$ cat config.mk
export PLATFORM = sky130hd
export DESIGN_NAME = fwd_result
export DESIGN_NICKNAME = d
export VERILOG_FILES = /design/src/fwd_arb_pkg.sv /design/src/fwd_result.sv
export SDC_FILE = /design/constraint.sdc
export NUM_CORES = 1
export LEC_CHECK = 0
export ABC_CLOCK_PERIOD_IN_PS = 2100
export BUFFER_PORTS_ARGS = -buffer_cell sky130_fd_sc_hd__clkbuf_2
export CORE_ASPECT_RATIO = 1.2
export CORE_UTILIZATION = 30
export CTS_CLUSTER_DIAMETER = 40
export DETAILED_ROUTE_END_ITERATION = 6
export PLACE_DENSITY = 0.83
export SYNTH_ARGS = -nofsm -noshare
export SYNTH_HDL_FRONTEND = slang
export SYNTH_SLANG_ARGS = --single-unit
$ cat constraint.sdc
create_clock -name clk -period 2.1 [get_ports clk]
set_clock_uncertainty 0.15 [all_clocks]
set_input_delay 0.315 -clock clk [delete_from_list [all_inputs] [get_ports clk]]
set_output_delay 0.315 -clock clk [all_outputs]
set_load 0.01 [all_outputs]
$ cat src/fwd_arb_pkg.sv
package fwd_arb_pkg;

   // Build configuration
   localparam int N_SRC  = 8;
   localparam int DATA_W = 32;
   localparam int SRC_W  = $clog2(N_SRC);

   // Leaf count rounded up to 3k+1 so every internal node has exactly four inputs
   localparam int PADDED    = (N_SRC % 3 == 1) ? N_SRC :
                              ((N_SRC % 3 == 0) ? N_SRC + 1 : N_SRC + 2);
   localparam int TREE_H    = ($clog2(PADDED) + 1) / 2;
   localparam int TAG_W     = 2 * TREE_H;
   localparam int N_INNER   = (PADDED - 1) / 3;
   localparam int NUM_NODES = PADDED + N_INNER;

   // Nodes sitting on the deepest level of the tree
   localparam int N_DEEP = NUM_NODES - (4 ** TREE_H - 1) / 3;
   // Sources below this index take the long path, the rest get a delay stage
   localparam int N_LONG = (N_SRC < N_DEEP) ? N_SRC : N_DEEP;

   typedef logic [DATA_W-1:0] data_t;
   typedef logic [SRC_W-1:0]  src_t;
   typedef logic [TAG_W-1:0]  tag_t;
   typedef logic [N_SRC-1:0]  req_t;

   typedef struct packed {
      logic valid;
      src_t src;
      tag_t tag;
   } grant_s;

   // Level counted up from the leaf level; only meaningful for internal nodes
   function automatic int node_level(int node);
      int k;
      int depth;
      k = node;
      depth = 0;
      for (int step = 0; step < TREE_H; step++) begin
         if (k != NUM_NODES - 1) begin
            k = PADDED + k / 4;
            depth++;
         end
      end
      return TREE_H - 1 - depth;
   endfunction

   // Walk from a leaf up to the root, dropping each branch digit at its level
   function automatic tag_t src_to_tag(src_t src);
      tag_t tag;
      int   k;
      int   parent;
      tag = '0;
      k = int'(src);
      for (int step = 0; step < TREE_H; step++) begin
         if (k != NUM_NODES - 1) begin
            parent = PADDED + k / 4;
            tag[2 * node_level(parent) +: 2] = 2'(k % 4);
            k = parent;
         end
      end
      return tag;
   endfunction

   // Inverse walk, from the root down to the leaf a tag routes to
   function automatic int tag_to_leaf(tag_t tag);
      int k;
      k = NUM_NODES - 1;
      for (int step = 0; step < TREE_H; step++) begin
         if (k >= PADDED) begin
            k = 4 * (k - PADDED) + int'(tag[2 * node_level(k) +: 2]);
         end
      end
      return k;
   endfunction

endpackage

$ cat src/fwd_result.sv
`timescale 1ns/100ps

module fwd_result (
   input  logic               clk,
   input  logic               rst,
   input  logic               dec_valid,
   input  fwd_arb_pkg::src_t  dec_src,
   input  fwd_arb_pkg::data_t tree_data,
   output logic               out_valid,
   output fwd_arb_pkg::src_t  out_src,
   output fwd_arb_pkg::data_t out_data
);

   // Matches the tree depth stage for stage
   logic [fwd_arb_pkg::TREE_H-1:0] valid_q;
   fwd_arb_pkg::src_t              src_q [fwd_arb_pkg::TREE_H];

   always_ff @(posedge clk) begin
      if (rst) begin
         valid_q <= '0;
         for (int j = 0; j < fwd_arb_pkg::TREE_H; j++) begin
            src_q[j] <= '0;
         end
      end else begin
         valid_q[0] <= dec_valid;
         src_q[0]   <= dec_src;
         for (int j = 1; j < fwd_arb_pkg::TREE_H; j++) begin
            valid_q[j] <= valid_q[j-1];
            src_q[j]   <= src_q[j-1];
         end
      end
   end

   assign out_valid = valid_q[fwd_arb_pkg::TREE_H-1];
   assign out_src   = src_q[fwd_arb_pkg::TREE_H-1];

   // Tree output is only meaningful alongside an aligned valid
   assign out_data = out_valid ? tree_data : '0;

   a_out_src_aligned: assert property (
      @(posedge clk) disable iff (rst)
      out_valid |-> (out_src < fwd_arb_pkg::N_SRC) &&
                    $past(dec_valid, fwd_arb_pkg::TREE_H) &&
                    (out_src == $past(dec_src, fwd_arb_pkg::TREE_H))
   ) else $error("out_src %0d not aligned with its grant", out_src);

endmodule

Word-level counts from Yosys, hierarchy flattened
Memories as Yosys holds them, arrays and structs flattened.
Cells that the tools add are included.
- ROM bits: 0
- output and inout port bits: 36
- bits in latches: 0
- memories kept: 1
- bits in writable memories: 6
- bits of input ports: 38
- bits in registers: 2
- multiply operators: 0
- $lt $le $gt $ge: 0
- divide/modulo/power cells: 0
- bitwise logic cells: 2
- eq/ne operators: 0
- multiplexer cells: 6
- shift-type cells: 0
- reduce and logical (&&, ||, !) cells: 0
- add/sub/neg operators: 0
- memories (memory ; depth ; width ; rd ports ; clocked after memory_dff ; write ports ; RTL line ; text):
    src_q ; 2 ; 3 ; 2 ; 0 ; 2 ; fwd_result.sv:16 ; fwd_arb_pkg::src_t src_q [fwd_arb_pkg::TREE_H];
- operator list (operator ; number):
    $mux 32 ; 1
    $mux 3 ; 2
    $mux 1 ; 3
    $or 1x1->1 ; 2

Depth between registers and ports, before layout
- depth in word-level cells: 3
- depth in mapped cells: 2
- depth with buffers taken out: 1

Least setup slack after synthesis
OpenSTA, ideal clock, no wires.
- path type: flip-flop to output port
- from: reg valid_q[1] (netlist bit)
- to: out out_data[0]
- setup slack: 0.887 ns
- buffers on the path: 1
- stages on the path, launching flop included: 3
- arrival: 0.748 ns
- path through: dfxtp_1 -> clkbuf_2 -> and2_2
- cells in the longest elaborated chain, start to end: 1
- RTL lines (what ; RTL line ; text):
    start: declaration ; fwd_result.sv:15 ; logic [fwd_arb_pkg::TREE_H-1:0] valid_q;
    start signal: indexed assignment ; fwd_result.sv:28 ; valid_q[j] <= valid_q[j-1];
    $mux 32 ; fwd_result.sv:38 ; assign out_data = out_valid ? tree_data : '0;
    end: declaration ; fwd_result.sv:11 ; output fwd_arb_pkg::data_t out_data
No other way between the ends.

Worst setup path after layout
- from: reg valid_q[1] (netlist bit)
- to: out out_data[15]
Same word-level chain as after synthesis.

==> impl_results.md <==
- Drt first pass iters: 1
- Clk_lat worst skew: ~0.25 ns
- Core box area: 1480 sq um
- Core Rows: 15
- Crit path max fanout: 33
- Fmax: 530 MHz
- Total power divided by cell area: 416 nW/um^2
- R2r setup slk: approximately 1.4 ns
- YS warnings: 0
- Die ar.: 1790 sq um
- Maximum vdd ir drop: between 200 and 300 uV
- # diodes: 0
- Initial Util: 32.9%
- Tightest Hold Check Type: in2reg
- Max Cap Viol: 0
- Vias: 573
- Hold path start: dec_src[0]
- Slew Limit Fails: 0
- CTS HTree Levels: 1
- Layout fillers: approximately 140
- FF-to-FF path depth: 1
- # Post-CTS Setup Buffers: 0
- Asr flop ratio synth: 0%
- Yosys top cell by area: and2_2
- Layout cells sized above 1: 87.1%
- Resized cells post-CTS: 0
- First-pass GRT wire length: 1640 um
- Overall power: about 0.00036 W
- Die extent in y: about 46 um
- Hold Crit Endpoint: src_q[0][0]
- GR Overflow Total: 0
- Tcrit/Tclk final: 89.8%
- Flops & latches, synth: 8
- Ports: 74
- Least-Margin Pin Slew: between 0.6 and 0.7 ns
- Reg clk slew, reported paths: 0.05 ns
- Drt total wl: 1330 um
- Post-synthesis sequential area ratio: roughly a third
- Final setup viols: 0
- Clock buffer depth: 2
- Count leader, synth: and2_2
- CTS tree: yes
- Post-synth top flop: dfxtp_1
- RSZ-0062 raised after global routing: no
- Cts hold-fix bufs: 0
- Synth area leaders: and2_2 49%, dfxtp_1 33%, nor2b_1 10%
- Fin nets: 164
- Proportion of netlist area held by the largest area contributor: about half
- Leak pwr: 0.534 nW
- Top cells by count, synth: 32 x and2_2, 8 x dfxtp_1, 8 x nor2b_1
- Final hold vios: 0
- Synth Area per Inst: 9.04 sq um
- Critical path class: reg2out
- CTS buffer count: 3
- Tmin final: 1.89 ns
- Status: complete, no violations
- Final GP Congestion: 0.623
- DIE WIDTH: 38.8 um
- Crit path launch type: flop
- Synthesized area: a little under 500 sq um
- Arr. time, crit path: 1.42 ns
- Slew headroom: between 50% and 60%
- R2r startpoint: src_q[0][2]
- CP Data Required Time: 1.63 ns
- Detailed-route DRC error count: 0
- Cell count after synthesis: 54
- Post-synth EDFFs: 0
- WL/cell: 9.44 um
- Yosys cell types: 5
- Crit end category: output port
- Largest net degree at the start of global routing: 34
- Vias in the first global route: 431
- Layout area overhead: 76.2%
- DR vias/cell: 4.06
- IO Port Bufs: 73
- Residual antenna-violating net count after detailed routing: 0
- Num Clock Sinks: 8
- Initial antenna violation count: 0
- 1st-iter DRT viols: 0
- Worst hold stages: 2
- Gr usage total: 13.3%
- CTS root buf: clkbuf_4
- Worst R2R End: src_q[0][5]
- Synthesized net count: just over 90
- Setup TNS: 0 ns
==> kinds of logic after synthesis <==
kind of cell	synth area share [%]
buffers and inverters	7.69
flip-flops	32.8
AND/OR/NAND/NOR	59.5
==> registers in the layout, indices dropped and copies added (netlist names) <==
name / cells
src_q: 6
valid_q: 2
==> cells in the final DEF (no fill, tap or decap), drive strengths merged <==
master and instances:
and2 32, clkbuf 76, dfxtp 8, nor2b 8
==> worst max-delay path, cell delays in order, from the launching register on <==
cell and delay, ns:
dfxtp_1 0.76, and2_2 0.28, clkbuf_2 0.13
==> through the flow <==
step	instances	cell area (sq um)	hold WS (ns)	setup WS, ns	utilization (%)
after detailed placement	138	837	0.275	0.476	56.5
final	141	860	0.127	0.215	58.0
after CTS	141	860	0.118	0.197	58.0
after global placement	138	837	0.268	0.545	56.5
after global routing	141	860	0.122	0.122	58.0
after floorplan	54	488	0.237	0.887	-
==> cell type report <==
cell class / count / area, sq um / area share, %
flip-flops and latches: 8 / 160 / 18.6
well taps: 17 / 21.3 / 2.47
multi-input cells: 40 / 290 / 33.8
repair buffers: 73 / 365 / 42.5
clock buffers: 3 / 22.5 / 2.62
==> worst max path at each step <==
stage / depth (start not counted) / startpoint / slack (ns) / endpoint
floorplan: 2 / valid_q[1] / 0.89 / out_data[0]
global placement: 2 / valid_q[1] / 0.55 / out_data[21]
detailed placement: 2 / valid_q[1] / 0.48 / out_data[15]
CTS: 2 / valid_q[1] / 0.20 / out_data[15]
global route: 2 / valid_q[1] / 0.12 / out_data[15]
finish: 2 / valid_q[1] / 0.21 / out_data[15]
==> power by group <==
part	total [W]	switching [W]	internal (W)
registers	0.000165	0.00000554	0.000159
logic	0.0000800	0.0000298	0.0000502
clock network	0.000113	0.0000482	0.0000651
total	0.000358	0.0000835	0.000274
==> routing by layer <==
| layer | global-route usage (%) | routed length [um] |
|---|---|---|
| met2 | 24.7 | 718 |
| met5 | 0 | 0 |
| met3 | 5.31 | 175 |
| met1 | 11.5 | 437 |
| met4 | 8.28 | 0 |
Power figures use the tool's default switching activity.
