[src/fwd_arb_pkg.sv]
package fwd_arb_pkg;

   // Build configuration
   localparam int N_SRC  = 8;
   localparam int DATA_W = 32;
   localparam int SRC_W  = $clog2(N_SRC);

   // Leaf count rounded up to 3k+1 so every internal node has exactly four inputs
   localparam int PADDED    = (N_SRC % 3 == 1) ? N_SRC :
                              ((N_SRC % 3 == 0) ? N_SRC + 1 : N_SRC + 2);
   localparam int TREE_H    = ($clog2(PADDED) + 1) / 2;
   localparam int TAG_W     = 2 * TREE_H;
   localparam int N_INNER   = (PADDED - 1) / 3;
   localparam int NUM_NODES = PADDED + N_INNER;

   // Nodes sitting on the deepest level of the tree
   localparam int N_DEEP = NUM_NODES - (4 ** TREE_H - 1) / 3;
   // Sources below this index take the long path, the rest get a delay stage
   localparam int N_LONG = (N_SRC < N_DEEP) ? N_SRC : N_DEEP;

   typedef logic [DATA_W-1:0] data_t;
   typedef logic [SRC_W-1:0]  src_t;
   typedef logic [TAG_W-1:0]  tag_t;
   typedef logic [N_SRC-1:0]  req_t;

   typedef struct packed {
      logic valid;
      src_t src;
      tag_t tag;
   } grant_s;

   // Level counted up from the leaf level; only meaningful for internal nodes
   function automatic int node_level(int node);
      int k;
      int depth;
      k = node;
      depth = 0;
      for (int step = 0; step < TREE_H; step++) begin
         if (k != NUM_NODES - 1) begin
            k = PADDED + k / 4;
            depth++;
         end
      end
      return TREE_H - 1 - depth;
   endfunction

   // Walk from a leaf up to the root, dropping each branch digit at its level
   function automatic tag_t src_to_tag(src_t src);
      tag_t tag;
      int   k;
      int   parent;
      tag = '0;
      k = int'(src);
      for (int step = 0; step < TREE_H; step++) begin
         if (k != NUM_NODES - 1) begin
            parent = PADDED + k / 4;
            tag[2 * node_level(parent) +: 2] = 2'(k % 4);
            k = parent;
         end
      end
      return tag;
   endfunction

   // Inverse walk, from the root down to the leaf a tag routes to
   function automatic int tag_to_leaf(tag_t tag);
      int k;
      k = NUM_NODES - 1;
      for (int step = 0; step < TREE_H; step++) begin
         if (k >= PADDED) begin
            k = 4 * (k - PADDED) + int'(tag[2 * node_level(k) +: 2]);
         end
      end
      return k;
   endfunction

endpackage

[src/mux_tree_node.sv]
`timescale 1ns/100ps

module mux_tree_node #(
   parameter bit ENABLE_DELAY = 1'b1
) (
   input  logic               clk,
   input  logic               rst,
   input  logic [1:0]         sel,
   input  fwd_arb_pkg::data_t a,
   input  fwd_arb_pkg::data_t b,
   input  fwd_arb_pkg::data_t c,
   input  fwd_arb_pkg::data_t d,
   output fwd_arb_pkg::data_t result
);

   fwd_arb_pkg::data_t chosen;

   always_comb begin
      case (sel)
         2'd0:    chosen = a;
         2'd1:    chosen = b;
         2'd2:    chosen = c;
         default: chosen = d;
      endcase
   end

   if (ENABLE_DELAY) begin : g_reg
      fwd_arb_pkg::data_t chosen_q;

      always_ff @(posedge clk) begin
         if (rst) begin
            chosen_q <= '0;
         end else begin
            chosen_q <= chosen;
         end
      end

      assign result = chosen_q;
   end else begin : g_comb
      // Pure mux, no pipeline stage at this node
      assign result = chosen;
   end

endmodule

[src/mux_tree.sv]
`timescale 1ns/100ps

module mux_tree (
   input  logic                                   clk,
   input  logic                                   rst,
   input  fwd_arb_pkg::tag_t                      sel,
   input  fwd_arb_pkg::data_t [fwd_arb_pkg::N_SRC-1:0] ins,
   output fwd_arb_pkg::data_t                     result
);

   // Leaves first, then internal nodes, root in the last slot
   wire fwd_arb_pkg::data_t nodes [fwd_arb_pkg::NUM_NODES];

   // sel_pipe[j] holds the tag issued j+1 cycles ago
   fwd_arb_pkg::tag_t sel_pipe [fwd_arb_pkg::TREE_H-1];

   always_ff @(posedge clk) begin
      if (rst) begin
         for (int j = 0; j < fwd_arb_pkg::TREE_H - 1; j++) begin
            sel_pipe[j] <= '0;
         end
      end else begin
         sel_pipe[0] <= sel;
         for (int j = 1; j < fwd_arb_pkg::TREE_H - 1; j++) begin
            sel_pipe[j] <= sel_pipe[j-1];
         end
      end
   end

   for (genvar i = 0; i < fwd_arb_pkg::PADDED; i++) begin : g_leaf
      if (i < fwd_arb_pkg::N_LONG) begin : g_long
         assign nodes[i] = ins[i];
      end else if (i < fwd_arb_pkg::N_SRC) begin : g_short
         // One level shallower, so hold the word one cycle to even out the paths
         fwd_arb_pkg::data_t leaf_q;

         always_ff @(posedge clk) begin
            if (rst) begin
               leaf_q <= '0;
            end else begin
               leaf_q <= ins[i];
            end
         end

         assign nodes[i] = leaf_q;
      end else begin : g_pad
         assign nodes[i] = '0;
      end
   end

   for (genvar i = 0; i < fwd_arb_pkg::N_INNER; i++) begin : g_node
      logic [1:0] node_sel;

      if (fwd_arb_pkg::node_level(fwd_arb_pkg::PADDED + i) == 0) begin : g_leaf_level
         // Leaf level uses the low digit of the fresh tag
         assign node_sel = sel[1:0];
      end else begin : g_upper_level
         // Higher levels see the tag as old as their distance from the leaves
         assign node_sel =
            sel_pipe[fwd_arb_pkg::node_level(fwd_arb_pkg::PADDED + i) - 1]
                    [2 * fwd_arb_pkg::node_level(fwd_arb_pkg::PADDED + i) +: 2];
      end

      mux_tree_node #(
         .ENABLE_DELAY(1'b1)
      ) u_node (
         .clk    (clk),
         .rst    (rst),
         .sel    (node_sel),
         .a      (nodes[4*i]),
         .b      (nodes[4*i+1]),
         .c      (nodes[4*i+2]),
         .d      (nodes[4*i+3]),
         .result (nodes[fwd_arb_pkg::PADDED + i])
      );
   end

   assign result = nodes[fwd_arb_pkg::NUM_NODES - 1];

   // Tags from the arbiter must always land on a real source, never on a pad leaf
   a_tag_hits_source: assert property (
      @(posedge clk) disable iff (rst)
      fwd_arb_pkg::tag_to_leaf(sel) < fwd_arb_pkg::N_SRC
   ) else $error("tree tag %h routes to padding leaf %0d of %0d nodes",
                 sel, fwd_arb_pkg::tag_to_leaf(sel), fwd_arb_pkg::NUM_NODES);

endmodule

[config.mk]
export PLATFORM = sky130hd
export DESIGN_NAME = mux_tree
export DESIGN_NICKNAME = d
export VERILOG_FILES = /design/src/fwd_arb_pkg.sv /design/src/mux_tree_node.sv /design/src/mux_tree.sv
export SDC_FILE = /design/constraint.sdc
export NUM_CORES = 1
export LEC_CHECK = 0
export ABC_CLOCK_PERIOD_IN_PS = 1900
export BUFFER_PORTS_ARGS = -buffer_cell sky130_fd_sc_hd__buf_2
export CORE_AREA = 3 3 113 115
export DETAILED_ROUTE_END_ITERATION = 8
export DIE_AREA = 0 0 116 118
export GPL_ROUTABILITY_DRIVEN = 0
export PLACE_DENSITY = 0.72
export SETUP_SLACK_MARGIN = 0.3
export SYNTH_ARGS = -nofsm -noshare
export SYNTH_HDL_FRONTEND = slang
export SYNTH_SLANG_ARGS = --single-unit
[constraint.sdc]
create_clock -name clk -period 1.9 [get_ports clk]
set_input_delay 0.19 -clock clk [delete_from_list [all_inputs] [get_ports clk]]
set_output_delay 0.19 -clock clk [all_outputs]
set_load 0.03 [all_outputs]
# ---- Word-level counts from Yosys, hierarchy flattened
# Memories as Yosys holds them, arrays and structs flattened.
# Cells that the tools add are included.
dict set report classes {
  eq_ne 4
  mux 8
  n_reduce_logical 4
}
# operator count
set op_table {}
lappend op_table {{one-hot mux 32 bit (3 select lines)} 2}
lappend op_table {{one-hot mux 32 bit (2 select lines)} 1}
lappend op_table {{== test 2 x 1 -> 1 bit (second input constant)} 2}
lappend op_table {{== test 2 bit (second input constant)} 2}
lappend op_table {{logical NOT 2 bit} 2}
lappend op_table {{2-to-1 mux 1 bit} 4}
lappend op_table {{2-to-1 mux 4 bit} 1}
lappend op_table {{OR reduction 4 bit} 1}
lappend op_table {{OR reduction 2 bit} 1}
dict set report totals {
  regBits 96
  mem_bits_rw 4
  input_bits 262
  output_inout_bits 32
  wordCells 20
  memories 1
}
# name words width read_ports rd_clocked_by_memory_dff write_ports line
set mem_list {}
lappend mem_list {sel_pipe 1 4 1 0 1 mux_tree.sv:15} ;# fwd_arb_pkg::tag_t sel_pipe [fwd_arb_pkg::TREE_H-1];

# ---- Longest topological paths before layout
# An unclocked memory read counts as a cell.
dict set report logic_depth {
  word_depth 4
  mapped_depth 4
  ltp_nobuf 2
}

# ---- Hierarchy
# Synthesis repeated with hierarchy kept, for this count alone.
dict set report unflattened {
  hier_cells 437
  hier_area_um2 4951.0
}
# module n_inst cells_per_inst area_per_inst_um2
set modules_own_cells {}
lappend modules_own_cells {mux_tree_node 3 144 1631.6}
lappend modules_own_cells {mux_tree 1 5 56.3}

# ---- Worst setup path before layout
# Ideal clock, no wire load.
dict set report synth_path {
  kind {flip-flop to flip-flop}
  startpoint {memory sel_pipe[0][2] (netlist name)}
  endpoint {register g_node[2].u_node.g_reg.chosen_q[21]}
  setup_ns 0.128
  t_arrival_ns 0.846
  t_required_ns 1.772
  setup_slack_ns 0.926
  path_stages_with_launch 5
  n_path_buf 2
  synth_period_minus_slack_ns 0.974
  path_cell_list {dfxtp_1 buf_2 buf_4 mux2i_1 nor2_1}
}
dict set report synth_between {
  elab_chain_len 4
}
# item line
set synth_rtl {}
lappend synth_rtl {{from (decl)} mux_tree.sv:15}
lappend synth_rtl {{memory read (1 x 4 bit) (*)} --}
lappend synth_rtl {{== test 2 x 1 -> 1 bit / logical NOT 2 bit (equally long branches)} mux_tree_node.sv:19} ;# case (sel)
lappend synth_rtl {{OR reduction 2 bit (no line)} --}
lappend synth_rtl {{one-hot mux 32 bit (2 select lines) (*)} mux_tree_node.sv:19}
lappend synth_rtl {{to (signal assigned)} mux_tree_node.sv:34} ;# chosen_q <= chosen;
lappend synth_rtl {{to (decl)} mux_tree_node.sv:28} ;# fwd_arb_pkg::data_t chosen_q;
# Mark *: on every way between the ends. The rest lies on a longest branch, timed or not.
# A chain may end at the register's enable or synchronous reset.

==> impl_metrics.py <==
metrics = {
    "worst_setup_path": {
        "startpoint_type": "primary input",
        "crit_end": "g_node[0].u_node.result[1]",
        "startpoint": "rst",
        "r2r-end": "g_node[2].u_node.result[8]",
        "cp_data_arrival_time_ps": 1410,
        "r2r_start": "sel_pipe[0][2]",
        "endpoint_kind": "register",
        "cp_max_fo": 39,
        "regToRegSetupSlack_ps": 890,
        "r2r_cells": 3,
        "worstSetupPathType": "primary input to register",
        "cp.required_ps": 2100,
    },
    "cells_and_area": {
        "diodes": 0,
        "layout.cells.non_filler": 823,
        "syn_to_final_growth_pct": 37.6,
        "fin_nets": 933,
        "fillers": 1116,
        "utilization_pct": 51.7,
        "layout-drive-gt1-share_pct": 47.3,
    },
    "logic_synthesis": {
        "syn-num-nets": 656,
        "synth_async_sr_flop_share_pct": 0,
        "yosysWarningCount": 0,
        "synth_cell_types": 13,
        "syn-instance-count": 394,
        "seq_area_frac_synth_pct": 43.8,
        "synthTopCellsByCount": "mux2i_1 (160), dfxtp_1 (98), o22ai_1 (64)",
        "avgSynthCellArea_sq_um": 11.4,
        "synth-edff-count": 0,
        "synth.top_cells.by_area": "dfxtp_1 (44%), mux2i_1 (36%), o22ai_1 (8.9%)",
        "synth_top_cell_by_area": "dfxtp_1",
        "synth.ff_latch_count": 98,
        "synth_top_cell_area_share_pct": 43.8,
        "synth_area_sq_um": 4470,
        "synth-main-ff-cell": "dfxtp_1",
        "yosysMostFrequentCell": "mux2i_1",
    },
    "grt": {
        "grt_pass1_vias": 4028,
        "grt_max_degree": 44,
        "grt_pass1_wl_microns": 19000,
        "grt_use_total_pct": 17.4,
        "overflow": 0,
        "antenna_found_initial": 0,
    },
    "placement": {
        "hpwlAfterDp_microns": 9650,
        "dp.cells": 807,
        "portBuffers": 293,
    },
    "worst_hold_path": {
        "worst_hold_path.num_cells": 2,
        "hold_class": "primary input to register",
    },
    "power_and_ir_drop": {
        "p_leak_uw": 0.00320,
        "p_per_area_nw_per_um2": 755,
        "vdd_ir_drop_max_mv": 0.422,
    },
    "drt": {
        "vias": 3974,
        "drcViolationCount": 0,
        "drt-pass1-iter-count": 5,
        "drtIter0Drc": 122,
        "drt-total-wl_microns": 12400,
        "via_per_inst": 4.83,
        "antenna_left": 0,
        "wire_per_inst_microns": 15.1,
    },
    "job": {
        "drv_cap": 0,
    },
    "clocking": {
        "cts_root_buffer": "clkbuf_16",
        "htreeDepth": 3,
        "path_clk_slew_ps": 70,
        "cts_resized": 0,
        "cts_tree": "done",
        "clock-sinks": 98,
        "post-cts-setup-buffers": 0,
        "cts_buffers": 9,
        "cts.path.max_buffers": 2,
        "holdBufCountCts": 0,
        "clock_latency_ps": 330,
    },
    "sta": {
        "tns_ps": 0,
        "finalCritPeriodShare_pct": 63.9,
        "setup_viol": 0,
        "hold_viol": 0,
        "layout_min_cycle_time_ps": 1210,
        "skew_ps": 6.99,
        "rsz0062_at_grt": "false",
        "timing.fmax_mhz": 824,
        "slew-limit-headroom_pct": 62.5,
        "tightest_slew_ps": 563,
        "maxSlewViolCount": 0,
    },
    "floorplan": {
        "initial_core_util_pct": 37.6,
        "coreArea_sq_um": 11900,
        "die_w_microns": 116,
        "die-area_sq_um": 13700,
        "die_h_microns": 118,
        "rows": 40,
        "pin_count": 294,
    },
    "run_status": {
        "status": "completed",
    },
}
-- per-layer routing --
metal	share of wire, %	wire, microns	global-route usage [%]
met1	38	4660	18.5
met2	55	6750	34.1
met3	7.1	879	3.80
met4	0.79	98	3.92
met5	0	0	0
-- power breakdown --
part	internal (uW)	total [uW]	switching, uW
clock	884	1630	744
sequential	2180	2220	33.5
combinational	438	805	367
total	3500	4650	1140
-- area by class of cell --
cell class / count / area [sq um] / share of cell area (%)
well taps: 147 / 184 / 2.99
clock buffers: 9 / 225 / 3.66
multi-input cells: 261 / 2160 / 35.0
clock inverters: 7 / 45.0 / 0.732
repair buffers: 301 / 1580 / 25.7
flip-flops and latches: 98 / 1960 / 31.9
-- sequential cells by signal, summed over array words and instances, names as in the netlist --
name / cells
sel_pipe: 2
g_node.u_node.result: 96
-- cells in the final DEF (no fill, tap or decap) --
cell type	count
buf_12	4
buf_2	292
buf_4	4
buf_6	1
clkbuf_16	9
clkinv_2	4
clkinv_4	1
clkinvlp_4	1
dfxtp_1	97
dfxtp_2	1
inv_6	1
mux2i_1	160
nand2b_1	1
nand2b_2	1
nor2_1	32
nor2b_1	2
o22ai_1	64
or2_2	1
-- cell families (layout without fill, tap and decap cells) --
kind of cell / Yosys count / count (layout) / synth area share (%)
mux: 160 / 160 / 35.8
compound gates: 64 / 64 / 8.95
flops: 98 / 98 / 43.8
simple gates: 37 / 37 / 3.38
buf+inv: 35 / 317 / 8.03
-- metrics by stage --
| step | power (uW) | instance area [sq um] | worst slack (ps) | hold WS [ps] |
|---|---|---|---|---|
| floorplan | 2750 | 4470 | 926 | 262 |
| global placement | 3050 | 5890 | 417 | 393 |
| detailed placement | 3080 | 5890 | 335 | 402 |
| CTS | 4730 | 6160 | 690 | 41.5 |
| global route | 4900 | 6160 | 575 | 41.0 |
| finish | 4650 | 6160 | 687 | 59.8 |
-- how the worst min path moves through the flow --
stage / from / end / slack, ps
finish: rst / sel_pipe[0][3] / 60
global placement: rst / sel_pipe[0][3] / 390
global route: rst / sel_pipe[0][3] / 40
CTS: rst / sel_pipe[0][3] / 40
floorplan: rst / sel_pipe[0][2] / 260
detailed placement: rst / sel_pipe[0][3] / 400
-- worst max-delay path, cell delays in order --
cell     delay (ps)
buf_2           110
or2_2           440
buf_4           480
o22ai_1         170
No activity file was read; power rests on OpenSTA's default activity.
